[src/tone_pkg.sv]
//--------------------------------------------------------------------------
// tone sampler shared definitions: control states, sample-time types,
// event log entry layout and the voice half-period table
//--------------------------------------------------------------------------
`default_nettype none

package tone_pkg;

    // ---------------------------------------------------------------------
    // voices
    // ---------------------------------------------------------------------
    localparam int NUM_VOICES = 8;

    typedef logic [2:0] voice_t;                  // voice index 0..7

    // half-period in samples, voice 0 is the lowest pitch
    localparam logic [7:0] VOICE_HALF_PERIOD [NUM_VOICES] = '{
        8'd122, 8'd109, 8'd97, 8'd92, 8'd82, 8'd73, 8'd65, 8'd61
    };

    // ---------------------------------------------------------------------
    // time and samples
    // ---------------------------------------------------------------------
    localparam int TIME_W   = 20;
    localparam int SAMPLE_W = 16;

    typedef logic [TIME_W-1:0]   stamp_t;         // one count per dac frame
    typedef logic [SAMPLE_W-1:0] sample_t;

    // one recorded key toggle
    typedef struct packed {
        voice_t voice;
        stamp_t stamp;
    } log_entry_t;

    // ---------------------------------------------------------------------
    // control FSM
    // ---------------------------------------------------------------------
    typedef enum logic [1:0] {
        S_IDLE  = 2'd0,
        S_INIT  = 2'd1,                           // codec setup in progress
        S_PLAY  = 2'd2,
        S_PAUSE = 2'd3
    } ctrl_state_e;

endpackage

`default_nettype wire

[src/event_wb_if.sv]
//--------------------------------------------------------------------------
// wishbone classic read bus between the replay sequencer and the event log
//--------------------------------------------------------------------------
`default_nettype none

interface event_wb_if #(
    parameter int ADR_W = 4
) (
    input logic i_AUD_DACLRCK,
    input logic i_rst_n
);
    import tone_pkg::*;

    logic             cyc;
    logic             stb;
    logic [ADR_W-1:0] adr;                        // log entry index
    log_entry_t       dat_r;                      // valid while ack is high
    logic             ack;                        // single cycle

    modport master (
        input  i_AUD_DACLRCK, i_rst_n, dat_r, ack,
        output cyc, stb, adr
    );

    modport slave (
        input  i_AUD_DACLRCK, i_rst_n, cyc, stb, adr,
        output dat_r, ack
    );

endinterface

`default_nettype wire

[src/note_log.sv]
//--------------------------------------------------------------------------
// event log: appends {voice, time} per live key, read back over wishbone
//--------------------------------------------------------------------------
`default_nettype none

module note_log #(
    parameter int LOG_DEPTH = 16
) (
    input  logic                           i_AUD_DACLRCK,
    input  logic                           i_rst_n,
    input  logic                           i_rec_valid,
    input  tone_pkg::voice_t               i_rec_voice,
    input  tone_pkg::stamp_t               i_time,
    event_wb_if.slave                      wb,
    output logic [$clog2(LOG_DEPTH+1)-1:0] o_count,
    output logic                           o_full
);
    import tone_pkg::*;

    localparam int ADR_W = $clog2(LOG_DEPTH);
    localparam int CNT_W = $clog2(LOG_DEPTH + 1);

    log_entry_t mem [LOG_DEPTH];
    logic       rec_en;
    logic       rd_req;

    assign o_full = (o_count == CNT_W'(LOG_DEPTH));
    assign rec_en = i_rec_valid && !o_full;       // events past full are dropped
    assign rd_req = wb.cyc && wb.stb && !wb.ack;  // new strobe, not yet acked

    // ----------------------------------------------------------------------
    // record side
    // ----------------------------------------------------------------------
    always_ff @(posedge i_AUD_DACLRCK or negedge i_rst_n) begin
        if (!i_rst_n) begin
            o_count <= '0;
        end else if (rec_en) begin
            o_count <= o_count + CNT_W'(1);
        end
    end

    always_ff @(posedge i_AUD_DACLRCK) begin
        if (rec_en) begin
            mem[o_count[ADR_W-1:0]] <= '{voice: i_rec_voice, stamp: i_time};
        end
    end

    // ----------------------------------------------------------------------
    // wishbone read side
    // ----------------------------------------------------------------------
    // ack lands the cycle after the strobe is seen, and only once per
    // strobe because the master needs a cycle to drop stb
    always_ff @(posedge i_AUD_DACLRCK or negedge i_rst_n) begin
        if (!i_rst_n) begin
            wb.ack <= 1'b0;
        end else begin
            wb.ack <= rd_req;
        end
    end

    always_ff @(posedge i_AUD_DACLRCK) begin
        if (rd_req) begin
            wb.dat_r <= mem[wb.adr];              // lines up with ack
        end
    end

endmodule

`default_nettype wire

[src/replay_seq.sv]
//--------------------------------------------------------------------------
// replay sequencer: fetches log entries over wishbone and fires each
// voice toggle once the sample timer reaches the entry's stamp
//--------------------------------------------------------------------------
`default_nettype none

module replay_seq #(
    parameter int LOG_DEPTH = 16
) (
    input  logic                           i_AUD_DACLRCK,
    input  logic                           i_rst_n,
    input  tone_pkg::ctrl_state_e          i_state,
    input  tone_pkg::stamp_t               i_time,
    input  logic                           i_replay,
    input  logic                           i_replay_start,
    input  logic [$clog2(LOG_DEPTH+1)-1:0] i_count,
    event_wb_if.master                     wb,
    output logic                           o_toggle,
    output tone_pkg::voice_t               o_toggle_voice
);
    import tone_pkg::*;

    localparam int ADR_W = $clog2(LOG_DEPTH);
    localparam int CNT_W = $clog2(LOG_DEPTH + 1);

    typedef enum logic [1:0] {
        FETCH,
        WAIT_ACK,
        HOLD
    } seq_state_e;

    seq_state_e       seq_r;
    logic [CNT_W-1:0] idx_r;                      // next entry to play
    log_entry_t       entry_r;                    // entry waiting for its time

    assign wb.adr         = idx_r[ADR_W-1:0];
    assign o_toggle_voice = entry_r.voice;

    // due entry; restart wins over a stale entry
    assign o_toggle = (seq_r == HOLD) && i_replay && !i_replay_start
                   && (i_state == S_PLAY) && (i_time >= entry_r.stamp);

    // ----------------------------------------------------------------------
    // fetch / hold FSM
    // ----------------------------------------------------------------------
    always_ff @(posedge i_AUD_DACLRCK or negedge i_rst_n) begin
        if (!i_rst_n) begin
            seq_r  <= FETCH;
            idx_r  <= '0;
            wb.cyc <= 1'b0;
            wb.stb <= 1'b0;
        end else if (i_replay_start) begin
            seq_r  <= FETCH;                      // walk again from entry 0
            idx_r  <= '0;
            wb.cyc <= 1'b0;
            wb.stb <= 1'b0;
        end else begin
            case (seq_r)
                FETCH: begin
                    if (i_replay && (idx_r < i_count)) begin
                        wb.cyc <= 1'b1;
                        wb.stb <= 1'b1;
                        seq_r  <= WAIT_ACK;
                    end
                end
                WAIT_ACK: begin
                    if (wb.ack) begin
                        wb.cyc <= 1'b0;
                        wb.stb <= 1'b0;
                        seq_r  <= HOLD;
                    end
                end
                HOLD: begin
                    if (o_toggle) begin
                        idx_r <= idx_r + CNT_W'(1);
                        seq_r <= FETCH;
                    end
                end
                default: begin
                    seq_r <= FETCH;
                end
            endcase
        end
    end

    always_ff @(posedge i_AUD_DACLRCK) begin
        if (seq_r == WAIT_ACK && wb.ack) begin
            entry_r <= wb.dat_r;
        end
    end

endmodule

`default_nettype wire

[src/sampler_ctrl.sv]
//--------------------------------------------------------------------------
// sampler control: idle/init/play/pause FSM, sample timer, replay start
//--------------------------------------------------------------------------
`default_nettype none

module sampler_ctrl (
    input  logic                  i_AUD_DACLRCK,
    input  logic                  i_rst_n,
    input  logic                  i_init_done,
    input  logic                  i_play_pause,
    input  logic                  i_replay,
    output tone_pkg::ctrl_state_e o_state,
    output tone_pkg::stamp_t      o_time,
    output logic                  o_replay_start
);
    import tone_pkg::*;

    ctrl_state_e state_nxt;
    stamp_t      time_nxt;
    logic        replay_q;                        // last cycle's replay level

    assign o_replay_start = i_replay & ~replay_q; // rising edge of replay

    // ----------------------------------------------------------------------
    // next state
    // ----------------------------------------------------------------------
    always_comb begin
        state_nxt = o_state;
        case (o_state)
            S_IDLE: begin
                state_nxt = S_INIT;
            end
            S_INIT: begin
                if (i_init_done) begin
                    state_nxt = S_PLAY;
                end
            end
            S_PLAY: begin
                if (i_play_pause) begin
                    state_nxt = S_PAUSE;
                end
            end
            S_PAUSE: begin
                if (i_play_pause) begin
                    state_nxt = S_PLAY;
                end
            end
            default: begin
                state_nxt = S_IDLE;
            end
        endcase
    end

    // timer runs in play, freezes in pause, zero elsewhere
    always_comb begin
        if (o_replay_start) begin
            time_nxt = '0;                        // replay restarts the clock
        end else if (o_state == S_PLAY) begin
            time_nxt = o_time + stamp_t'(1);
        end else if (o_state == S_PAUSE) begin
            time_nxt = o_time;
        end else begin
            time_nxt = '0;
        end
    end

    always_ff @(posedge i_AUD_DACLRCK or negedge i_rst_n) begin
        if (!i_rst_n) begin
            o_state  <= S_IDLE;
            o_time   <= '0;
            replay_q <= 1'b0;
        end else begin
            o_state  <= state_nxt;
            o_time   <= time_nxt;
            replay_q <= i_replay;
        end
    end

endmodule

`default_nettype wire

[src/tone_sampler_top.sv]
//--------------------------------------------------------------------------
// tone sampler top: control, event log, replay and voices on the dac clock
//--------------------------------------------------------------------------
`default_nettype none

module tone_sampler_top #(
    parameter int LOG_DEPTH       = 16,
    parameter int VOICE_AMPLITUDE = 600
) (
    input  logic                           i_AUD_DACLRCK,
    input  logic                           i_rst_n,
    input  logic                           i_init_done,
    input  logic                           i_play_pause,
    input  logic                           i_replay,
    input  logic [7:0]                     i_key,
    output logic [15:0]                    o_dac_sample,
    output logic [3:0]                     o_state_led,
    output logic [$clog2(LOG_DEPTH+1)-1:0] o_event_count,
    output logic                           o_log_full
);
    import tone_pkg::*;

    ctrl_state_e           state;
    stamp_t                time_now;
    logic                  replay_start;
    logic                  live_en;
    logic [NUM_VOICES-1:0] live_key;
    logic                  rec_valid;
    voice_t                rec_voice;
    logic                  toggle;
    voice_t                toggle_voice;
    logic [NUM_VOICES-1:0] voice_en;              // current enables, debug view

    event_wb_if #(.ADR_W($clog2(LOG_DEPTH))) wb_bus (
        .i_AUD_DACLRCK (i_AUD_DACLRCK),
        .i_rst_n       (i_rst_n)
    );

    // ----------------------------------------------------------------------
    // live keys count only while playing by hand
    // ----------------------------------------------------------------------
    assign live_en   = (state == S_PLAY) && !i_replay;
    assign live_key  = i_key & {NUM_VOICES{live_en}};
    assign rec_valid = |live_key;

    always_comb begin
        rec_voice = '0;
        for (int v = NUM_VOICES - 1; v >= 0; v--) begin
            if (live_key[v]) begin
                rec_voice = voice_t'(v);          // lowest key wins
            end
        end
    end

    assign o_state_led = 4'b0001 << state;        // idle, init, play, pause

    sampler_ctrl u_ctrl (
        .i_AUD_DACLRCK  (i_AUD_DACLRCK),
        .i_rst_n        (i_rst_n),
        .i_init_done    (i_init_done),
        .i_play_pause   (i_play_pause),
        .i_replay       (i_replay),
        .o_state        (state),
        .o_time         (time_now),
        .o_replay_start (replay_start)
    );

    note_log #(.LOG_DEPTH(LOG_DEPTH)) u_log (
        .i_AUD_DACLRCK (i_AUD_DACLRCK),
        .i_rst_n       (i_rst_n),
        .i_rec_valid   (rec_valid),
        .i_rec_voice   (rec_voice),
        .i_time        (time_now),
        .wb            (wb_bus.slave),
        .o_count       (o_event_count),
        .o_full        (o_log_full)
    );

    replay_seq #(.LOG_DEPTH(LOG_DEPTH)) u_seq (
        .i_AUD_DACLRCK  (i_AUD_DACLRCK),
        .i_rst_n        (i_rst_n),
        .i_state        (state),
        .i_time         (time_now),
        .i_replay       (i_replay),
        .i_replay_start (replay_start),
        .i_count        (o_event_count),
        .wb             (wb_bus.master),
        .o_toggle       (toggle),
        .o_toggle_voice (toggle_voice)
    );

    tone_voices #(.VOICE_AMPLITUDE(VOICE_AMPLITUDE)) u_voices (
        .i_AUD_DACLRCK  (i_AUD_DACLRCK),
        .i_rst_n        (i_rst_n),
        .i_state        (state),
        .i_time         (time_now),
        .i_key          (live_key),
        .i_toggle       (toggle),
        .i_toggle_voice (toggle_voice),
        .o_enables      (voice_en),
        .o_sample       (o_dac_sample)
    );

endmodule

`default_nettype wire

[src/tone_voices.sv]
//--------------------------------------------------------------------------
// eight square-wave voices: enable flags, per-voice phase counters that
// track the sample timer, and the registered output mixer
//--------------------------------------------------------------------------
`default_nettype none

module tone_voices #(
    parameter int VOICE_AMPLITUDE = 600
) (
    input  logic                            i_AUD_DACLRCK,
    input  logic                            i_rst_n,
    input  tone_pkg::ctrl_state_e           i_state,
    input  tone_pkg::stamp_t                i_time,
    input  logic [tone_pkg::NUM_VOICES-1:0] i_key,
    input  logic                            i_toggle,
    input  tone_pkg::voice_t                i_toggle_voice,
    output logic [tone_pkg::NUM_VOICES-1:0] o_enables,
    output tone_pkg::sample_t               o_sample
);
    import tone_pkg::*;

    logic [7:0]            cnt_r   [NUM_VOICES];  // position inside half-period
    logic [7:0]            cnt_cur [NUM_VOICES];
    logic [NUM_VOICES-1:0] ph_r;
    logic [NUM_VOICES-1:0] ph_cur;                // phase for the current time
    logic [NUM_VOICES-1:0] flip;
    logic                  lsb_q;                 // timer lsb the counters saw
    sample_t               mix;

    // ----------------------------------------------------------------------
    // phase tracking
    // ----------------------------------------------------------------------
    // the timer only ever steps by one, holds, or drops to zero, so the
    // counters follow it without a divider
    always_comb begin
        for (int v = 0; v < NUM_VOICES; v++) begin
            cnt_cur[v] = cnt_r[v];
            ph_cur[v]  = ph_r[v];
            if (i_time == '0) begin
                cnt_cur[v] = '0;
                ph_cur[v]  = 1'b0;
            end else if (i_time[0] != lsb_q) begin
                if (cnt_r[v] == VOICE_HALF_PERIOD[v] - 8'd1) begin
                    cnt_cur[v] = '0;
                    ph_cur[v]  = ~ph_r[v];        // half-period boundary
                end else begin
                    cnt_cur[v] = cnt_r[v] + 8'd1;
                end
            end
        end
    end

    // live key or replayed toggle flips a voice
    always_comb begin
        for (int v = 0; v < NUM_VOICES; v++) begin
            flip[v] = i_key[v] || (i_toggle && (i_toggle_voice == voice_t'(v)));
        end
    end

    // ----------------------------------------------------------------------
    // mixer
    // ----------------------------------------------------------------------
    always_comb begin
        mix = '0;
        for (int v = 0; v < NUM_VOICES; v++) begin
            if (o_enables[v] && ph_cur[v]) begin
                mix = mix + sample_t'(VOICE_AMPLITUDE);
            end
        end
        if (i_state != S_PLAY) begin
            mix = '0;                             // silent outside play
        end
    end

    always_ff @(posedge i_AUD_DACLRCK or negedge i_rst_n) begin
        if (!i_rst_n) begin
            o_enables <= '0;
            o_sample  <= '0;
            ph_r      <= '0;
            lsb_q     <= 1'b0;
            for (int v = 0; v < NUM_VOICES; v++) begin
                cnt_r[v] <= '0;
            end
        end else begin
            o_enables <= o_enables ^ flip;
            o_sample  <= mix;
            ph_r      <= ph_cur;
            lsb_q     <= i_time[0];
            for (int v = 0; v < NUM_VOICES; v++) begin
                cnt_r[v] <= cnt_cur[v];
            end
        end
    end

endmodule

`default_nettype wire
[config.mk]
export PLATFORM = sky130hd
export DESIGN_NAME = tone_sampler_top
export DESIGN_NICKNAME = d
export VERILOG_FILES = /design/src/tone_pkg.sv /design/src/event_wb_if.sv /design/src/note_log.sv /design/src/replay_seq.sv /design/src/sampler_ctrl.sv /design/src/tone_sampler_top.sv /design/src/tone_voices.sv
export SDC_FILE = /design/constraint.sdc
export NUM_CORES = 1
export LEC_CHECK = 0
export BUFFER_PORTS_ARGS = -buffer_cell sky130_fd_sc_hd__buf_2
export CAP_MARGIN = 20
export CORE_AREA = 10 10 208 210
export CTS_CLUSTER_DIAMETER = 50
export CTS_CLUSTER_SIZE = 30
export DETAILED_ROUTE_END_ITERATION = 6
export DIE_AREA = 0 0 218 220
export PLACE_DENSITY_LB_ADDON = 0.3
export SYNTH_ARGS = -nofsm -noshare
export SYNTH_HDL_FRONTEND = slang
export SYNTH_SLANG_ARGS = --single-unit
[constraint.sdc]
create_clock -name i_AUD_DACLRCK -period 7.1 [get_ports i_AUD_DACLRCK]
set_input_delay 2.13 -clock i_AUD_DACLRCK [delete_from_list [all_inputs] [get_ports i_AUD_DACLRCK]]
set_output_delay 2.13 -clock i_AUD_DACLRCK [all_outputs]
set_load 0.02 [all_outputs]
==> reports/metrics.yaml <==
clock_tree:
  cts_max_level: 2
  numCtsBuffers: 43
  cts_setup_buffers: 0
  cts_tree: "yes"
  path_clk_slew_ns: 0.08
  clock_path_buffers: 3
  cts-resized-gates: 0
  clock_latency_ns: 0.61
  cts.sinks: 545
  hold_buffers: 0
  root_buffer: "clkbuf_16"
timing:
  finalHoldViolCount: 0
  timing.final.crit_share_pct: 88.8
  tns_ns: 0
  hold_ws_ns: 0.420
  slew-limit-headroom_pct: 34.9
  period_needed_ns: 6.30
  worstMarginPinSlew_ns: 0.975
  maxSlewViolCount: 0
  setup_viol: 0
  rsz0062_at_grt: "no"
  clock-skew-final_ns: 0.0395
  fmax_mhz: 159
routing:
  drt-initial-drc-count: 1510
  postRouteWirelength_um: 54800
  vias_per_cell: 6.49
  top_layer_used: "met4"
  drc: 0
  postRouteAntennaNets: 0
  wirelength_met1_um: 21400
  route.met2.wl_um: 27600
  routed-wl-met3_um: 4110
  vias: 14500
  first_pass_iters: 5
  wl_per_cell_um: 24.5
logic_synthesis:
  yosys_warnings: 0
  ys_top_cells_by_count: "edfxtp_1, nor2_1, dfrtp_1"
  synthTopCellsByArea: "edfxtp_1, dfrtp_1, mux4_2"
  synth_area_mm2: 0.0243
  postSynth.asyncResetShare_pct: 24.0
  synthMostInstantiatedCell: "edfxtp_1"
  synthCells: 1613
  synth-edff-count: 414
  netlist.area_leader.share_pct: 51.2
  avgSynthCellArea_um2: 15.1
  ys_seq_elements: 545
  dominantRegCellSynth: "edfxtp_1"
  synth-seq-area-share_pct: 64.7
  ys_types: 92
  yosysTopAreaCell: "edfxtp_1"
setup_path:
  cp_max_fo: 21
  timing.critical_path.slowest_stage_cell: "fa_1"
  crit_top_cell: "a21oi_1"
  slowest_delay_ns: 0.62
  crit_path_cell_trace: "inv_1 > ha_1 > nor4b_2 > nand3_2 > nor2_4 > nor2_1 > and2_1 > fa_1 > buf_4 > nand2_1 > a21oi_1 > o31ai_1 > o22ai_1 > a21oi_1 > xor2_1 > nor3_1 > xnor2_1 > or4_4 > o21a_4 > xor2_2 > a211oi_1 > a311oi_1 > nand3_1"
  cp_data_arrival_time_ns: 6.76
  crit_required_ns: 7.55
  end_kind: "flop"
  setup.worst_path.class: "flop to flop"
  worstSetupStartpointType: "flop"
placement:
  port-buffer-count: 35
  dpl.hpwl_um: 32100
  gp_congestion: 0.903
floorplanning:
  core-area_mm2: 0.0393
  start_util_pct: 61.8
  fp.dieW_um: 218
  num_rows: 73
  die_area_mm2: 0.0480
  die_h_um: 220
  io_pins: 39
global_routing:
  antenna_found_initial: 0
  grt_overflow_total: 0
  grt_pass1_wl_um: 85600
  grt_pass1_vias: 14600
  grt_usage_pct: 23.3
  grt_max_degree: 100
job:
  drv_cap: 0
cells_and_area:
  layout-drive-gt1-share_pct: 19.9
  area_growth_pct: 10.9
  fin_nets: 1748
  final_core_util_pct: 68.6
  antenna_cells: 0
power:
  ir_drop_mv: 0.255
  p_leak_nw: 9.45
  p_total_mw: 8.24
  power.density_mw_per_mm2: 306
run_status:
  status: "finished, final reports clean"
worst_hold_path:
  hold_path.class: "flop to flop"
==> where the power goes <==
| group | total [mW] | internal, mW | switching [mW] |
|---|---|---|---|
| combinational | 1.49 | 0.455 | 1.04 |
| sequential | 4.09 | 3.89 | 0.198 |
| clock | 2.66 | 1.39 | 1.27 |
==> path summary, 6_finish.rpt <==
| kind | start | end | slack [ns] | cells after the start |
|---|---|---|---|---|
| worst max-delay path | u_ctrl.o_time[1]$_DFFE_PN0P_ | u_voices.o_sample[12]$_DFF_PN0_ | 0.80 | 23 |
| worst min-delay path | u_log.wb.dat_r[4]$_DFFE_PP_ | u_seq.entry_r[4]$_DFFE_PP_ | 0.42 | 0 |
| worst max register to register | u_ctrl.o_time[1]$_DFFE_PN0P_ | u_voices.o_sample[12]$_DFF_PN0_ | 0.80 | 23 |
| worst min register to register | u_log.wb.dat_r[4]$_DFFE_PP_ | u_seq.entry_r[4]$_DFFE_PP_ | 0.42 | 0 |
| max in group asynchronous | i_rst_n | u_seq.idx_r[1]$_DFFE_PN0P_ | 4.38 | 2 |
| min in group asynchronous | i_rst_n | u_voices.cnt_r[21]$_DFFE_PN0P_ | 1.66 | 1 |
==> state kept, by name (all words and copies together) (netlist names), 8 cells and up <==
name / cells
u_ctrl.o_time: 20
u_log.mem: 368
u_voices.o_sample: 13
u_voices.o_enables: 8
u_voices.cnt_r: 64
u_seq.entry_r: 20
u_voices.ph_r: 8
u_log.wb.dat_r: 23
==> stage by stage <==
step	worst slack, ns	instances	cell area [µm²]
after floorplan	1.17	1617	24300
after global placement	1.04	2156	25300
after detailed placement	0.876	2156	25300
after CTS	0.845	2236	26900
after global routing	0.259	2240	26900
final	0.797	2240	26900
==> area by class of cell <==
class | count | area, µm²
Fill cell | 2606 | 12400
Multi-Input combinational cell | 951 | 8150
Inverter | 55 | 206
Clock buffer | 47 | 1130
Timing Repair Buffer | 84 | 599
Tap cell | 525 | 657
Clock inverter | 33 | 460
Sequential cell | 545 | 15700
==> cell families (layout without fill, tap and decap cells) <==
kind of cell | count (synthesis) | count (layout) | share of synthesized area [%]
buffers and inverters | 121 | 219 | 1.97
flip-flops | 545 | 545 | 64.7
multiplexers | 123 | 123 | 11.1
AND/OR/NAND/NOR | 443 | 443 | 9.37
adder cells (fa/ha/maj) | 55 | 55 | 2.87
other | 1 | 5 | 0.0154
AO/OA/AOI/OAI | 251 | 251 | 7.16
XOR/XNOR | 74 | 74 | 2.85
==> layout by cell type (no fill, tap or decap), types with 6 or more instances in the layout <==
cell type	n
clkbuf_16	45
o21ai_0	60
inv_8	7
mux4_2	115
o31ai_1	9
a21oi_1	60
xor2_1	29
inv_1	54
nand2_1	77
nor4_1	6
a21o_1	12
nand4_1	15
or2_2	8
nand3_1	41
and2_1	22
nor2b_1	10
clkinv_8	7
buf_2	34
edfxtp_1	414
nand2b_1	13
a311oi_1	10
or3_1	9
buf_4	44
nor3_1	22
ha_1	54
xnor2_1	38
dfrtp_1	128
a22o_1	6
a31oi_1	17
nor2_1	139
and3_1	35
==> worst max-delay path, delay by kind of cell (launching register included) <==
kind | cells | cell delay [ns]
AND/OR/NAND/NOR | 9 | 2.10
AO/OA/AOI/OAI | 7 | 1.71
adder cells (fa/ha/maj) | 2 | 0.80
flip-flops | 1 | 0.61
XOR/XNOR | 3 | 0.60
buffers and inverters | 2 | 0.34
==> per-layer routing <==
layer	vias up	global-route usage (%)
met5	-	0
met4	0	8.75
met3	101	3.43
met2	633	39.0
met1	7431	30.7
li1	6376	-
Note: power is estimated with default switching activity, not from simulation.
